### src/verilog/nes_pkg.sv
// Shared constants and types for the NES cartridge loader
// Memory layout, iNES header layout, console hold count and controller values
// Mapper flag word, loader state and controller byte types

package nes_pkg;

	////////////////////////////////////////////////////////////
	// Cartridge memory layout
	////////////////////////////////////////////////////////////

	localparam int                    MEM_ADDR_W     = 22;
	localparam logic [MEM_ADDR_W-1:0] PRG_BASE       = 22'h000000;  // PRG ROM at bottom
	localparam logic [MEM_ADDR_W-1:0] CHR_BASE       = 22'h200000;  // CHR ROM in top half
	localparam int                    PRG_PAGE_BYTES = 16384;
	localparam int                    CHR_PAGE_BYTES = 8192;

	// iNES header
	localparam int          HEADER_BYTES = 16;
	localparam int          HDR_CNT_W    = $clog2(HEADER_BYTES);
	localparam logic [31:0] INES_MAGIC   = 32'h4E45531A;  // "NES" followed by 0x1A

	// Console hold after a download
	localparam int DOWNLOAD_HOLD_CYCLES = 255;
	localparam int HOLD_CNT_W           = $clog2(DOWNLOAD_HOLD_CYCLES + 1);

	////////////////////////////////////////////////////////////
	// Types
	////////////////////////////////////////////////////////////

	// Mapper flag word, fields listed from the top bit down
	typedef struct packed {
		logic [5:0] zero;
		logic       has_saves;
		logic [7:0] nes2_mapper;
		logic       four_screen;
		logic       chr_ram;
		logic       mirroring;
		logic [2:0] chr_size;   // log2 of 8K pages
		logic [2:0] prg_size;   // log2 of 16K pages
		logic [7:0] mapper;
	} mapper_flags_t;

	typedef enum logic [2:0] {
		LOAD_HEADER,
		LOAD_PRG,
		LOAD_CHR,
		LOAD_DONE,
		LOAD_ERROR
	} loader_state_t;

	typedef logic [7:0] pad_t;  // Host button order

	// Controllers
	localparam int   PAD_SHIFT_W    = 24;     // Pad, multitap pad, signature
	localparam pad_t MULTITAP_SIG_A = 8'h08;  // Port one signature
	localparam pad_t MULTITAP_SIG_B = 8'h04;  // Port two signature

endpackage

### src/verilog/ines_decode.sv
`timescale 1ns/1ns
// iNES header decoder
// Magic word and trainer check, page counts to size codes, mapper flag word

module ines_decode import nes_pkg::*; (
	input  logic [8*HEADER_BYTES-1:0] header,
	input  logic                      invert_mirroring,
	output logic                      header_ok,
	output mapper_flags_t             flags
);

	logic [7:0] hdr [HEADER_BYTES];
	logic       is_nes20;
	logic       is_dirty;

	// Page count to log2 size code, anything above 64 pages saturates
	function automatic logic [2:0] size_code(input logic [7:0] pages);
		logic [2:0] code;
		code = 3'd7;
		for (int i = 6; i >= 0; i--) begin
			if (pages <= (9'd1 << i))
				code = 3'(i);
		end
		return code;
	endfunction

	always_comb begin
		for (int i = 0; i < HEADER_BYTES; i++)
			hdr[i] = header[8*i +: 8];
	end

	assign is_nes20 = (hdr[7][3:2] == 2'b10);

	// Junk in bytes 9 to 15 of an old header, upper mapper nibble can't be trusted
	assign is_dirty = !is_nes20 &&
	                  ((hdr[9][7:1] != 7'd0) || (header[8*HEADER_BYTES-1:8*10] != '0));

	// No trainer support
	assign header_ok = ({hdr[0], hdr[1], hdr[2], hdr[3]} == INES_MAGIC) && !hdr[6][2];

	always_comb begin
		flags             = '0;
		flags.mapper      = {is_dirty ? 4'h0 : hdr[7][7:4], hdr[6][7:4]};
		flags.prg_size    = size_code(hdr[4]);
		flags.chr_size    = size_code(hdr[5]);
		flags.mirroring   = hdr[6][0] ^ invert_mirroring;
		flags.chr_ram     = (hdr[5] == 8'd0);    // No CHR pages
		flags.four_screen = hdr[6][3];
		flags.nes2_mapper = is_nes20 ? hdr[8] : 8'h00;
		flags.has_saves   = hdr[6][1];           // Battery bit
	end

endmodule

### src/verilog/joypad_serializer.sv
`timescale 1ns/1ns
// Controller port serializer for both NES joypad ports
// Strobe latching, four player multitap signatures and port swap

module joypad_serializer import nes_pkg::*; (
	input  logic       clk,
	input  logic       reset_nes,
	input  logic       joypad_strobe,
	input  logic       multitap,
	input  logic       swap,
	input  logic [1:0] joypad_clock,
	input  pad_t       pad_a,
	input  pad_t       pad_b,
	input  pad_t       pad_c,
	input  pad_t       pad_d,
	output logic [1:0] joypad_data
);

	logic [PAD_SHIFT_W-1:0] load_val [2];
	logic [PAD_SHIFT_W-1:0] shift_q  [2];
	logic [1:0]             clock_q;
	logic [1:0]             clock_fell;

	// Host order to NES order, A first out
	function automatic pad_t nes_order(input pad_t p);
		return {p[0], p[1], p[2], p[3], p[7], p[6], p[5], p[4]};
	endfunction

	assign clock_fell = clock_q & ~joypad_clock;

	// Without multitap the upper bits read back as ones
	always_comb begin
		load_val[0] = {multitap ? {MULTITAP_SIG_A, nes_order(pad_c)} : 16'hFFFF,
		               swap ? nes_order(pad_b) : nes_order(pad_a)};
		load_val[1] = {multitap ? {MULTITAP_SIG_B, nes_order(pad_d)} : 16'hFFFF,
		               swap ? nes_order(pad_a) : nes_order(pad_b)};
	end

	always_ff @(posedge clk) begin
		if (reset_nes) begin
			clock_q <= '0;
			for (int i = 0; i < 2; i++)
				shift_q[i] <= '0;
		end else begin
			clock_q <= joypad_clock;
			for (int i = 0; i < 2; i++) begin
				if (joypad_strobe)
					shift_q[i] <= load_val[i];   // Strobe keeps reloading
				else if (clock_fell[i])
					shift_q[i] <= {1'b0, shift_q[i][PAD_SHIFT_W-1:1]};
			end
		end
	end

	assign joypad_data = {shift_q[1][0], shift_q[0][0]};

endmodule

### src/verilog/mem_write_port.sv
`timescale 1ns/1ns
// Single entry write buffer toward cartridge memory
// Four-phase req/ack handshake and wait signal to the byte source

module mem_write_port import nes_pkg::*; (
	input  logic                  clk,
	input  logic                  reset_nes,
	input  logic                  wr_strobe,
	input  logic                  mem_ack,
	input  logic [MEM_ADDR_W-1:0] wr_addr,
	input  logic [7:0]            wr_data,
	output logic                  mem_req,
	output logic                  byte_wait,
	output logic [MEM_ADDR_W-1:0] mem_addr,
	output logic [7:0]            mem_data
);

	// byte_wait with mem_req low means the ack is being waited out
	always_ff @(posedge clk) begin
		if (reset_nes) begin
			mem_req   <= 1'b0;
			byte_wait <= 1'b0;
		end else if (wr_strobe) begin
			mem_req   <= 1'b1;
			byte_wait <= 1'b1;
		end else begin
			if (mem_req && mem_ack)
				mem_req <= 1'b0;               // Phase 3, drop request
			if (byte_wait && !mem_req && !mem_ack)
				byte_wait <= 1'b0;             // Phase 4 seen, source may continue
		end
	end

	always_ff @(posedge clk) begin
		if (wr_strobe) begin
			mem_addr <= wr_addr;
			mem_data <= wr_data;
		end
	end

	// Request payload must not move until the request drops
	a_req_stable: assert property (@(posedge clk) disable iff (reset_nes)
		mem_req |=> !mem_req || ($stable(mem_addr) && $stable(mem_data)));

	// Source honours the wait, one buffer entry only
	a_no_overrun: assert property (@(posedge clk) disable iff (reset_nes)
		byte_wait |-> !wr_strobe);

endmodule

### src/verilog/nes_loader_top.sv
`timescale 1ns/1ns
// Cartridge loader and controller top level
// Loader, memory write port, session control and joypad serializer

module nes_loader_top import nes_pkg::*; (
	input  logic                  clk,
	input  logic                  reset_nes,
	// Byte source
	input  logic                  downloading,
	input  logic                  byte_valid,
	input  logic [7:0]            byte_data,
	input  logic                  invert_mirroring,
	output logic                  byte_wait,
	// Cartridge memory
	output logic                  mem_req,
	input  logic                  mem_ack,
	output logic [MEM_ADDR_W-1:0] mem_addr,
	output logic [7:0]            mem_data,
	// Load status and console
	output logic                  loader_busy,
	output logic                  loader_done,
	output logic                  loader_fail,
	output logic                  console_reset,
	output mapper_flags_t         mapper_flags,
	// Controllers
	input  logic                  joypad_strobe,
	input  logic [1:0]            joypad_clock,
	input  logic                  multitap,
	input  logic                  swap,
	input  pad_t                  pad_a,
	input  pad_t                  pad_b,
	input  pad_t                  pad_c,
	input  pad_t                  pad_d,
	output logic [1:0]            joypad_data
);

	logic                  wr_strobe;
	logic [MEM_ADDR_W-1:0] wr_addr;
	logic [7:0]            wr_data;
	mapper_flags_t         loader_flags;

	////////////////////////////////////////////////////////////
	// Loading path
	////////////////////////////////////////////////////////////

	rom_loader u_loader (
		.clk              (clk),
		.reset_nes        (reset_nes),
		.downloading      (downloading),
		.byte_valid       (byte_valid),
		.invert_mirroring (invert_mirroring),
		.byte_data        (byte_data),
		.wr_strobe        (wr_strobe),
		.busy             (loader_busy),
		.done             (loader_done),
		.fail             (loader_fail),
		.wr_addr          (wr_addr),
		.wr_data          (wr_data),
		.flags            (loader_flags)
	);

	mem_write_port u_wport (
		.clk       (clk),
		.reset_nes (reset_nes),
		.wr_strobe (wr_strobe),
		.mem_ack   (mem_ack),
		.wr_addr   (wr_addr),
		.wr_data   (wr_data),
		.mem_req   (mem_req),
		.byte_wait (byte_wait),
		.mem_addr  (mem_addr),
		.mem_data  (mem_data)
	);

	session_control u_session (
		.clk           (clk),
		.reset_nes     (reset_nes),
		.downloading   (downloading),
		.loader_busy   (loader_busy),
		.loader_done   (loader_done),
		.loader_fail   (loader_fail),
		.loader_flags  (loader_flags),
		.console_reset (console_reset),
		.mapper_flags  (mapper_flags)
	);

	// Controller ports
	joypad_serializer u_joypad (
		.clk           (clk),
		.reset_nes     (reset_nes),
		.joypad_strobe (joypad_strobe),
		.multitap      (multitap),
		.swap          (swap),
		.joypad_clock  (joypad_clock),
		.pad_a         (pad_a),
		.pad_b         (pad_b),
		.pad_c         (pad_c),
		.pad_d         (pad_d),
		.joypad_data   (joypad_data)
	);

endmodule

### src/verilog/rom_loader.sv
`timescale 1ns/1ns
// iNES byte stream loader
// Header capture, PRG and CHR address generation, load status

module rom_loader import nes_pkg::*; (
	input  logic                  clk,
	input  logic                  reset_nes,
	input  logic                  downloading,
	input  logic                  byte_valid,
	input  logic                  invert_mirroring,
	input  logic [7:0]            byte_data,
	output logic                  wr_strobe,
	output logic                  busy,
	output logic                  done,
	output logic                  fail,
	output logic [MEM_ADDR_W-1:0] wr_addr,
	output logic [7:0]            wr_data,
	output mapper_flags_t         flags
);

	loader_state_t             state;
	logic [HDR_CNT_W-1:0]      hdr_cnt;
	logic [HDR_CNT_W-1:0]      hdr_idx;
	logic [8*HEADER_BYTES-1:0] header_q;
	logic [8*HEADER_BYTES-1:0] header_next;
	logic [MEM_ADDR_W-1:0]     next_addr;
	logic [MEM_ADDR_W-1:0]     bytes_left;
	logic [MEM_ADDR_W-1:0]     prg_bytes;
	logic [MEM_ADDR_W-1:0]     chr_bytes;
	logic                      downloading_q;
	logic                      start;
	logic                      take;
	logic                      hdr_we;
	logic                      data_we;
	logic                      header_last;
	logic                      header_ok;

	assign start   = downloading && !downloading_q;  // New file restarts the loader
	assign take    = byte_valid && downloading;
	assign hdr_idx = start ? '0 : hdr_cnt;
	assign hdr_we  = take && (start || state == LOAD_HEADER);
	assign data_we = take && !start && (state == LOAD_PRG || state == LOAD_CHR);

	assign header_last = hdr_we && (hdr_idx == HDR_CNT_W'(HEADER_BYTES - 1));

	// Header with the incoming byte merged, so the last byte decodes without a gap
	always_comb begin
		header_next = header_q;
		if (hdr_we)
			header_next[8*hdr_idx +: 8] = byte_data;
	end

	assign prg_bytes = MEM_ADDR_W'(32'(header_next[8*4 +: 8]) * PRG_PAGE_BYTES);
	assign chr_bytes = MEM_ADDR_W'(32'(header_next[8*5 +: 8]) * CHR_PAGE_BYTES);

	ines_decode u_decode (
		.header           (header_next),
		.invert_mirroring (invert_mirroring),
		.header_ok        (header_ok),
		.flags            (flags)
	);

	////////////////////////////////////////////////////////////
	// Load sequence
	////////////////////////////////////////////////////////////

	always_ff @(posedge clk) begin
		if (reset_nes) begin
			state         <= LOAD_HEADER;
			hdr_cnt       <= '0;
			next_addr     <= PRG_BASE;
			bytes_left    <= '0;
			downloading_q <= 1'b0;
			wr_strobe     <= 1'b0;
			busy          <= 1'b0;
			done          <= 1'b0;
			fail          <= 1'b0;
		end else begin
			downloading_q <= downloading;
			wr_strobe     <= data_we;

			if (start) begin
				state <= LOAD_HEADER;
				busy  <= 1'b0;
				done  <= 1'b0;
				fail  <= 1'b0;
			end

			if (hdr_we)
				hdr_cnt <= hdr_idx + 1'b1;
			else if (start)
				hdr_cnt <= '0;

			if (header_last) begin
				if (!header_ok) begin
					state <= LOAD_ERROR;
					done  <= 1'b1;
					fail  <= 1'b1;
				end else if (prg_bytes != '0) begin
					state      <= LOAD_PRG;
					next_addr  <= PRG_BASE;
					bytes_left <= prg_bytes;
					busy       <= 1'b1;
				end else if (chr_bytes != '0) begin
					state      <= LOAD_CHR;
					next_addr  <= CHR_BASE;
					bytes_left <= chr_bytes;
					busy       <= 1'b1;
				end else begin
					state <= LOAD_DONE;          // Header only, CHR RAM cart
					done  <= 1'b1;
				end
			end

			if (data_we) begin
				next_addr  <= next_addr + 1'b1;
				bytes_left <= bytes_left - 1'b1;
				if (bytes_left == MEM_ADDR_W'(1)) begin
					if (state == LOAD_PRG && chr_bytes != '0) begin
						state      <= LOAD_CHR;
						next_addr  <= CHR_BASE;
						bytes_left <= chr_bytes;
					end else begin
						state <= LOAD_DONE;
						busy  <= 1'b0;
						done  <= 1'b1;
					end
				end
			end
		end
	end

	// Header and write payload
	always_ff @(posedge clk) begin
		if (hdr_we)
			header_q <= header_next;
		if (data_we) begin
			wr_addr <= next_addr;
			wr_data <= byte_data;
		end
	end

	// Header bytes never reach memory
	a_no_header_write: assert property (@(posedge clk) disable iff (reset_nes)
		wr_strobe |-> state != LOAD_HEADER);

endmodule

### src/verilog/session_control.sv
`timescale 1ns/1ns
// Console hold reset and mapper flag latch

module session_control import nes_pkg::*; (
	input  logic          clk,
	input  logic          reset_nes,
	input  logic          downloading,
	input  logic          loader_busy,
	input  logic          loader_done,
	input  logic          loader_fail,
	input  mapper_flags_t loader_flags,
	output logic          console_reset,
	output mapper_flags_t mapper_flags
);

	logic                  init_done;  // First download seen
	logic [HOLD_CNT_W-1:0] hold_cnt;
	logic                  done_q;
	mapper_flags_t         flags_q;

	always_ff @(posedge clk) begin
		if (reset_nes) begin
			init_done <= 1'b0;
			hold_cnt  <= '0;
			done_q    <= 1'b0;
			flags_q   <= '0;
		end else begin
			done_q <= loader_done;
			if (downloading)
				init_done <= 1'b1;
			if (downloading)
				hold_cnt <= HOLD_CNT_W'(DOWNLOAD_HOLD_CYCLES);
			else if (!loader_busy && hold_cnt != '0)
				hold_cnt <= hold_cnt - 1'b1;   // Runs only once the loader is idle
			if (loader_done && !done_q)
				flags_q <= loader_flags;
		end
	end

	assign console_reset = !init_done || downloading || (hold_cnt != '0) || loader_fail;
	assign mapper_flags  = downloading ? mapper_flags_t'('0) : flags_q;

endmodule
### config.mk
export PLATFORM = sky130hd
export DESIGN_NAME = nes_loader_top
export DESIGN_NICKNAME = d
export VERILOG_FILES = /design/src/verilog/nes_pkg.sv /design/src/verilog/ines_decode.sv /design/src/verilog/joypad_serializer.sv /design/src/verilog/mem_write_port.sv /design/src/verilog/nes_loader_top.sv /design/src/verilog/rom_loader.sv /design/src/verilog/session_control.sv
export SDC_FILE = /design/constraint.sdc
export NUM_CORES = 1
export LEC_CHECK = 0
export BUFFER_PORTS_ARGS = -buffer_cell sky130_fd_sc_hd__buf_4
export CAP_MARGIN = 20
export CORE_AREA = 2 2 182 184
export CTS_CLUSTER_DIAMETER = 150
export DETAILED_ROUTE_END_ITERATION = 10
export DIE_AREA = 0 0 184 186
export PLACE_DENSITY = 0.67
export SLEW_MARGIN = 40
export SYNTH_ARGS = -nofsm -noshare
export SYNTH_HDL_FRONTEND = slang
export SYNTH_SLANG_ARGS = --single-unit
### constraint.sdc
create_clock -name clk -period 7.75 [get_ports clk]
set_input_delay 2.325 -clock clk [delete_from_list [all_inputs] [get_ports clk]]
set_output_delay 2.325 -clock clk [all_outputs]
set_load 0.01 [all_outputs]
==> metrics.cfg, run 1 <==
[run_status]
status=finished clean

[global_route]
grtUsageTotal_pct=23.60
grt_pass1_vias=11610
grt_overflow_total=0
grt_pass1_wl_mm=63.82
antenna_found_initial=0
grt_max_degree=95

[clock_network]
cts_made_buffers=37
cts_root_buf=clkbuf_16
clock_latency_ps=530
cts.reportedPaths.clkPinSlew_ps=60
post_cts_buffers=0
cts_buffer_depth=3
cts_num_sinks=329
ctsResizeCount=0
cts_tree=built
htree_levels=2
holdBufCountCts=0

[timing]
slew_viol_final=0
rsz0062_at_grt=no
period_minus_slack_ps=6289
finClkSkew_ps=25.88
max_slew_margin_pct=43.84
fin_crit_sh_pct=81.15
worst_hold_slack_ps=410.3
max_freq_mhz=159.0
finalHoldViolCount=0
setup_tns_ps=0
worst_pin_slew_ps=833.6
setup_violations=0

[floorplan]
ios=121
die_width_um=184
start_util_pct=49.25
core_mm2=0.03221
num_rows=66
dieArea_mm2=0.03422
die_h_um=186

[placed_design]
dpl_cell_area_mm2=0.01696
port_buffers=114
globalplace.congestion=0.8939
dp_hpwl_mm=27.28
dp.cells=2023

[power]
p_leak_nw=6.748
combPwrFrac_pct=4.9
power_density_mw_per_mm2=218.6
p_clk_share_pct=46.2
internal-power_w=0.003149
ir_worst_vdd_mv=0.1335
p_sw_w=0.0008478
power_frac_seq_pct=49.0
netSwitchingFraction_pct=21.21

[critical_path]
path_common_cell=buf_4
cpPeakStageDelay_ps=500
end_kind=flip-flop
start_kind=input port
required_ps=8110
crit_buf_inv=2
cp.arrival_ps=6650
cp_top_family=simple AND/OR/NAND/NOR gates
path_cells=buf_4 -> nand2b_1 -> and2_1 -> ha_1 -> nor2b_1 -> and3_1 -> nand3_1 -> mux2_2 -> o21ai_1 -> nor4b_4 -> or2_1 -> buf_4 -> a311oi_1
crit_fanout=35
path_class=input port to flip-flop
crit_slowest_cell=ha_1

[drt]
drc_errors=0
post_drt_wl_per_cell_um=19.42
first_pass_iters=5
drt-vias-per-instance=5.958
ant_nets=0
dr_total_vias=12470
drt_iter0_drc=1125
wl_mm=40.63

[layout]
syn_to_final_growth_pct=15.26
design_area_mm2=0.01828
final_common_cell=nand2_1
regArea_mm2=0.008909
nets=1717
drive_gt1_share_pct=14.61
layout_common_cells=nand2_1, edfxtp_1, o21ai_0, buf_4, nor2_1
n_fill_cell=2843
fin_cells=2092
diodes=0
multi_input_area_mm2=0.006380

[logic_synthesis]
syn_area_mm2=0.01586
yosys_warnings=0
synth_seq_cells=329
synthCells=1582
syn_avg_cell_area_um2=10.03
ys.flop_type=edfxtp_1
yosysSeqAreaShare_pct=56.17
netlist-cell-type-count=79
async_flop_share_pct=0
synth_edf_count=232

[run]
cap_viol_max_count=0

[hold_path]
hold_path_class=flip-flop to flip-flop

-- cells by family after synthesis --
| logic type | Yosys count | synth area share [%] |
|---|---|---|
| AO/OA/AOI/OAI | 375 | 14.38 |
| flip-flops | 329 | 56.17 |
| AND/OR/NAND/NOR | 656 | 20.61 |
| buffers and inverters | 148 | 3.992 |
| multiplexers | 51 | 3.369 |
| other | 1 | 0.02364 |
| XOR/XNOR | 12 | 0.6627 |
| adder cells (fa/ha/maj) | 10 | 0.7889 |
-- power groups by stage --
stage | registers [W] | clock network, W | logic, W
global placement | 0.00199 | 0 | 0.000189
CTS | 0.00196 | 0.00188 | 0.000193
global route | 0.00196 | 0.00194 | 0.000216
floorplan | 0.00199 | 0 | 0.000126
finish | 0.00196 | 0.00184 | 0.000195
detailed placement | 0.00199 | 0 | 0.000193
-- per-layer routing --
metal	vias to the layer above	part of all wire, %	GRT usage, %	wire length (um)
met5	-	0	0	0
met4	0	2.5	7.936	1033
met3	63	6.9	3.267	2801
met2	481	45	36.97	18180
met1	5984	46	33.85	18610
li1	5937	-	-	-
-- worst register-to-register path, stage by stage (launching register included) --
cell	delay [ps]
dfxtp_1	500
nand2b_1	300
buf_4	260
nand2_1	120
ha_1	580
nor4b_1	590
nand3_1	480
mux2_2	470
o21ai_1	210
nor4b_4	370
or2_1	180
buf_4	350
a311oi_1	190
-- per-stage QoR --
step | util [%] | power [W] | setup slack (ps)
after CTS | 56.69 | 0.004029 | 1523
after global routing | 56.76 | 0.004117 | 1070
after floorplan | - | 0.002114 | 449.3
after global placement | 52.60 | 0.002180 | 1086
after detailed placement | 52.67 | 0.002186 | 1019
final | 56.76 | 0.003996 | 1461
-- sequential cells by signal, indices dropped and copies added (netlist names), 3 cells and up --
| register | count |
|---|---|
| u_loader.hdr_cnt | 4 |
| u_session.hold_cnt | 8 |
| u_loader.bytes_left | 22 |
| u_loader.wr_data | 8 |
| u_loader.next_addr | 22 |
| u_loader.wr_addr | 22 |
| u_joypad.shift_q | 48 |
| u_loader.state | 3 |
| u_session.flags_q | 26 |
| u_wport.mem_addr | 22 |
| u_loader.header_q | 125 |
| u_wport.mem_data | 8 |
-- synthesized netlist by cell type (9+ instances only) --
cell	count	area [um^2]
o31ai_1	11	82.58
nand2_1	257	964.7
nand4_1	27	168.9
a21o_1	15	112.6
and3_1	19	118.9
a211oi_1	10	75.07
a31oi_1	12	75.07
ha_1	10	125.1
nor2_1	115	431.7
clkbuf_1	80	300.3
edfxtp_1	232	6967
a311oi_1	24	210.2
nor3_1	24	120.1
or4_1	15	112.6
and2_1	11	68.82
a22oi_1	13	97.59
inv_1	40	150.1
o21ai_0	175	875.8
mux2_2	19	214.0
dfxtp_1	97	1942
o21a_1	9	67.56
nor4_1	21	131.4
mux2i_1	32	320.3
or3_1	17	106.4
nor2b_1	50	312.8
nand3_1	43	215.2
a21oi_1	56	280.3
-- area by class of cell --
class,count,area share (%)
multi-input cells,1110,34.90
inverters,42,0.8761
well taps,408,2.793
clock buffers,49,5.708
clock inverters,18,1.362
flip-flops and latches,329,48.73
repair buffers,136,5.626
-- path summary, 6_finish.rpt --
kind | slack [ps] | start | depth (start not counted) | endpoint
worst max-delay path | 1460 | downloading | 13 | u_loader.bytes_left[2]
worst min-delay path | 410 | u_loader.wr_addr[11] | 0 | u_wport.mem_addr[11]
worst max register to register | 2990 | u_loader.downloading_q | 12 | u_loader.bytes_left[2]
worst min register to register | 410 | u_loader.wr_addr[11] | 0 | u_wport.mem_addr[11]
Power figures use the tool's default switching activity.
==> run 2, diff against run 1 <==
PLACE_DENSITY = 0.7   (was 0.67)
clock period = 5.1 ns   (was 7.75 ns; I/O delays follow)
==> metrics.cfg, run 2 (synthesized netlist as in run 1, its figures left out) <==
[floorplan]
start_util_pct=49.25
core_mm2=0.03221
dieArea_mm2=0.03422
ios=121
num_rows=66
die_h_um=186
die_width_um=184

[global_route]
grtUsageMet3_pct=3.796
grtUsageMet1_pct=34.71
busiest_layer=met2
antenna_found_initial=0
grt_overflow_total=0
grt_pass1_wl_mm=65.16
grt_max_degree=91
grtUsageMet2_pct=37.45
grtUsageTotal_pct=24.21
grt_pass1_vias=11770

[critical_path]
cpPeakStageDelay_ps=540
end_kind=flip-flop
r2r_slack_ps=1010
crit_buf_inv=1
crit_fanout=12
required_ps=5520
start_kind=input port
path_cells=buf_4 -> nand2b_1 -> nand2_1 -> ha_1 -> or3_1 -> or3_1 -> a22o_1 -> or4_1 -> a2111oi_0 -> nand4_1 -> o22ai_1
cp.arrival_ps=5020
cp_top_family=simple AND/OR/NAND/NOR gates
crit_slowest_cell=or3_1
path_class=input port to flip-flop
path_common_cell=or3_1

[layout]
multi_input_area_mm2=0.006369
final_common_cell=nand2_1
nets=1752
regArea_mm2=0.008909
layout_common_cells=nand2_1, edfxtp_1, o21ai_0, buf_4, nor2_1
largest_register=u_loader.header_q
n_fill_cell=2782
diodes=0
drive_gt1_share_pct=16.08
syn_to_final_growth_pct=16.35
design_area_mm2=0.01845
top_regs=u_loader.header_q x125, u_joypad.shift_q x48, u_session.flags_q x26
largest_register_ffs=125

[timing]
setup_violations=0
rsz0062_at_grt=no
finalHoldViolCount=0
setup_tns_ps=0
slew_viol_final=0
worst_pin_slew_ps=819.5
worst_hold_slack_ps=417.3
max_freq_mhz=217.0
finClkSkew_ps=13.81
worst_slack_ps=491.7
max_slew_margin_pct=45.31
period_minus_slack_ps=4608
fin_crit_sh_pct=90.36

[run_status]
status=finished clean

[clock_network]
cts_buffer_depth=3
holdBufCountCts=0
cts_made_buffers=36
cts.reportedPaths.clkPinSlew_ps=60
clock_latency_ps=510
cts_num_sinks=329
cts_tree=built
cts_root_buf=clkbuf_16
ctsResizeCount=0
htree_levels=2
post_cts_buffers=0

[placed_design]
globalplace.congestion=0.9277
dp_hpwl_mm=28.16
dp_slack_ps=62.94
dpl_cell_area_mm2=0.01724
port_buffers=114

[power]
p_clk_share_pct=44.6
total_power_w=0.005929
internal-power_w=0.004666
p_leak_nw=6.881
power_density_mw_per_mm2=321.3
combPwrFrac_pct=5.2
power_frac_seq_pct=50.1
netSwitchingFraction_pct=21.30
ir_worst_vdd_mv=0.1829
p_sw_w=0.001263

[drt]
drc_errors=0
dr_total_vias=12640
drt-vias-per-instance=5.952
ant_nets=0
post_drt_wl_per_cell_um=19.49
wl_mm=41.40
first_pass_iters=6
drt_iter0_drc=1298

[hold_path]
hold_path_class=flip-flop to flip-flop

[run]
cap_viol_max_count=0

-- run 2: changes by cell type in the layout (fill, tap and decap cells not counted), moves of 2 or more --
| cell | delta |
|---|---|
| buf_4 | +36 |
| nand2_2 | -2 |
| clkinv_1 | +2 |
| nand2_1 | +2 |
| clkbuf_1 | -3 |
| clkinv_2 | +3 |
-- run 2: final timing paths --
| kind | from | to | depth (start not counted) |
|---|---|---|---|
| max | downloading | u_session.flags_q[5] | 11 |
| min | u_loader.wr_data[5] | u_wport.mem_data[5] | 0 |
| max reg2reg | u_loader.hdr_cnt[0] | u_session.flags_q[5] | 10 |
| min reg2reg | u_loader.wr_data[5] | u_wport.mem_data[5] | 0 |
-- run 2: power by group through the flow --
stage	clock network (W)	registers, W	logic (W)
after global routing	0.00280	0.00298	0.000340
after floorplan	0	0.00302	0.000191
after CTS	0.00270	0.00297	0.000306
final	0.00265	0.00297	0.000310
after detailed placement	0	0.00303	0.000305
after global placement	0	0.00303	0.000300
-- run 2: area by class of cell --
cell class / count / area share, %
Multi-Input combinational cell: 1110 / 34.51
Timing Repair Buffer: 172 / 7.052
Clock inverter: 20 / 1.214
Tap cell: 408 / 2.766
Clock buffer: 43 / 5.309
Sequential cell: 329 / 48.28
Inverter: 42 / 0.8679
-- run 2: layer usage --
metal | routed length [um] | vias to the layer above
li1 | - | 6013
met1 | 18680 | 6016
met2 | 18420 | 528
met3 | 2984 | 84
met4 | 1312 | 0
met5 | 0 | -
-- run 2: metrics by stage --
step,instances,util (%)
floorplan,1587,-
global route,2124,57.30
finish,2124,57.30
CTS,2124,57.27
global placement,2061,53.49
detailed placement,2061,53.54
==> run 3, diff against run 2 <==
ABC_AREA = 1   (was not set)
RECOVER_POWER = 100   (was not set)
==> metrics.cfg, run 3 <==
[run_status]
status=finished, violations left
violations=capacitance limit, slew limit

[critical_path]
worst_r2r_path_depth=20
start_kind=input port
crit_fanout=27
crit_start=downloading
end_kind=flip-flop
rr_endpoint=u_loader.next_addr[21]
cp.arrival_ps=5090
r2r-start=u_loader.downloading_q
path_class=input port to flip-flop
r2r_slack_ps=1240
worstSetupEndpoint=u_loader.next_addr[2]
required_ps=5480

[layout]
n_fill_cell=2934
layout_common_cells=nand2_1, inv_1, edfxtp_1, nor2_1, o21ai_0
syn_to_final_growth_pct=13.51
final_common_cell=nand2_1
diodes=0
nets=2041
design_area_mm2=0.01806
top_regs=u_loader.header_q x125, u_joypad.shift_q x48, u_session.flags_q x26
largest_register=u_loader.header_q
postLayoutCoreUtil_pct=56.08
largest_register_ffs=125
drive_gt1_share_pct=8.317

[global_route]
grt_overflow_total=0
grt_max_degree=79
grt_pass1_vias=11880
grtUsageTotal_pct=22.10
antenna_found_initial=0
grt_pass1_wl_mm=60.38

[power]
netSwitchingFraction_pct=22.40
internal-power_w=0.004592
ir_worst_vdd_mv=0.1933
p_leak_nw=7.461
power_density_mw_per_mm2=327.7
power_frac_seq_pct=50.1
p_sw_w=0.001326
p_clk_share_pct=44.3
combPwrFrac_pct=5.6

[placed_design]
globalplace.congestion=0.9294
port_buffers=114
dp_hpwl_mm=26.69
dp_slack_ps=185.1
dpl_cell_area_mm2=0.01722

[clock_network]
cts.reportedPaths.clkPinSlew_ps=60
cts_buffer_depth=3
post_cts_buffers=0
cts_num_sinks=329
cts_made_buffers=36
ctsResizeCount=0
htree_levels=2
clock_latency_ps=530
cts_root_buf=clkbuf_16
holdBufCountCts=0
cts_tree=built

[run]
cap_viol_max_count=3

[drt]
drt_iter0_drc=1136
post_drt_wl_per_cell_um=15.86
ant_nets=0
wl_mm=38.33
drc_errors=0
drt-vias-per-instance=5.289
dr_total_vias=12780
first_pass_iters=8

[timing]
setup_tns_ps=0
period_minus_slack_ps=4713
max_slew_margin_pct=-66.06
finClkSkew_ps=24.39
fin_crit_sh_pct=92.40
finalHoldViolCount=0
slew_viol_final=151
worst_pin_slew_ps=2491
max_freq_mhz=212.2
worst_slack_ps=387.5
rsz0062_at_grt=no
setup_violations=0

[floorplan]
ios=121
die_width_um=184
die_h_um=186
num_rows=66
dieArea_mm2=0.03422
core_mm2=0.03221
start_util_pct=49.40

[logic_synthesis]
synth-simple-area-share_pct=23.03
synth_xor_xnor_area_share_pct=1.211
async_flop_share_pct=0
yosysMostFrequentCell=nand2_1
synth.area.mux_share_pct=0.1416
syn_area_mm2=0.01591
synth_top_family_by_area=simple AND/OR/NAND/NOR gates
yosys-top-cells-count=nand2_1, inv_1, edfxtp_1
syn_avg_cell_area_um2=8.554
synth_compound_area_share_pct=10.24
synth_area_leaders=edfxtp_1, dfxtp_1, nand2_1
yosysSeqAreaShare_pct=55.99
yosys_warnings=0
netlist-cell-type-count=48
synth_edf_count=232
synthCells=1860
synth_fa_ha_area_share_pct=0.7864
netlist.top_cell.by_area=edfxtp_1
yosys.area.top_type_share_pct=43.79
synth_seq_cells=329
ys.flop_type=edfxtp_1

[hold_path]
hold_path_class=flip-flop to flip-flop

## run 3: cell types whose count changed in the layout (fill, tap and decap cells not counted), sizes merged, moves of 50 or more
cell,delta
inv,+213
nor2b,-50
nand2,+203
nor2,+91
buf,-106
nand3,+62
clkbuf,+93
## run 3: power by group through the flow
stage	clock [W]	combinational, W	sequential, W
final	0.00262	0.000330	0.00296
after detailed placement	0	0.000334	0.00302
after floorplan	0	0.000223	0.00301
after CTS	0.00268	0.000336	0.00296
after global routing	0.00277	0.000368	0.00297
after global placement	0	0.000328	0.00302
## run 3: how the worst min path moves through the flow
stage,startpoint,end,slack [ps],cells after the start
detailed placement,u_loader.wr_addr[18],u_wport.mem_addr[18],400,0
CTS,u_loader.wr_addr[18],u_wport.mem_addr[18],410,0
floorplan,u_loader.wr_addr[0],u_wport.mem_addr[0],400,0
global placement,u_loader.wr_data[5],u_wport.mem_data[5],400,0
finish,u_loader.wr_addr[18],u_wport.mem_addr[18],410,0
global route,u_loader.wr_addr[20],u_wport.mem_addr[20],430,0
## run 3: worst max-delay path: stages
cell and delay [ps]:
buf_4 120, inv_2 70, nor2_1 280, nor2_1 150, ha_1 350, clkbuf_1 360, nand2_4 120, nor3_4 300
nand2_1 280, o21ai_0 320, nand2_1 80, nor2_1 100, nand2_1 60, nor2_1 80, nand2_1 120, nor2_4 190
nand3_4 100, buf_4 250, nand3_1 110, a21oi_1 110
## run 3: layout make-up
| class | count | area [um^2] | share of cell area [%] |
|---|---|---|---|
| timing repair buffer | 153 | 840.8 | 4.656 |
| inverter | 256 | 963.4 | 5.335 |
| multi-input combinational | 1204 | 5637 | 31.21 |
| clock inverter | 17 | 187.7 | 1.039 |
| sequential | 329 | 8909 | 49.33 |
| tap | 408 | 510.5 | 2.827 |
| clock buffer | 49 | 1012 | 5.605 |
## run 3: metrics by stage
step                total power [W]  hold WS [ps]  std cells
floorplan                  0.003235         400.3       1865
global placement           0.003345         401.7       2350
detailed placement         0.003353         404.5       2350
CTS                        0.005975         410.0       2416
global route               0.006112         428.2       2416
finish                     0.005918         410.8       2416
## run 3: cell families (layout without fill, tap and decap cells)
kind of cell | Yosys count | after routing
AOI/OAI and AO/OA | 309 | 309
xor gates and xnor gates | 22 | 22
adders and majority gates | 10 | 10
buffers and inverters | 332 | 475
DFF | 329 | 329
muxes | 2 | 2
other | 1 | 6
and+or+nand+nor | 855 | 855
## run 3: layer usage
layer / vias up / track usage [%] / wire, um
li1: 6372 / - / -
met1: 5855 / 31.10 / 17290
met2: 492 / 35.06 / 17220
met3: 60 / 3.933 / 3020
met4: 0 / 6.496 / 794
met5: - / 0 / 0
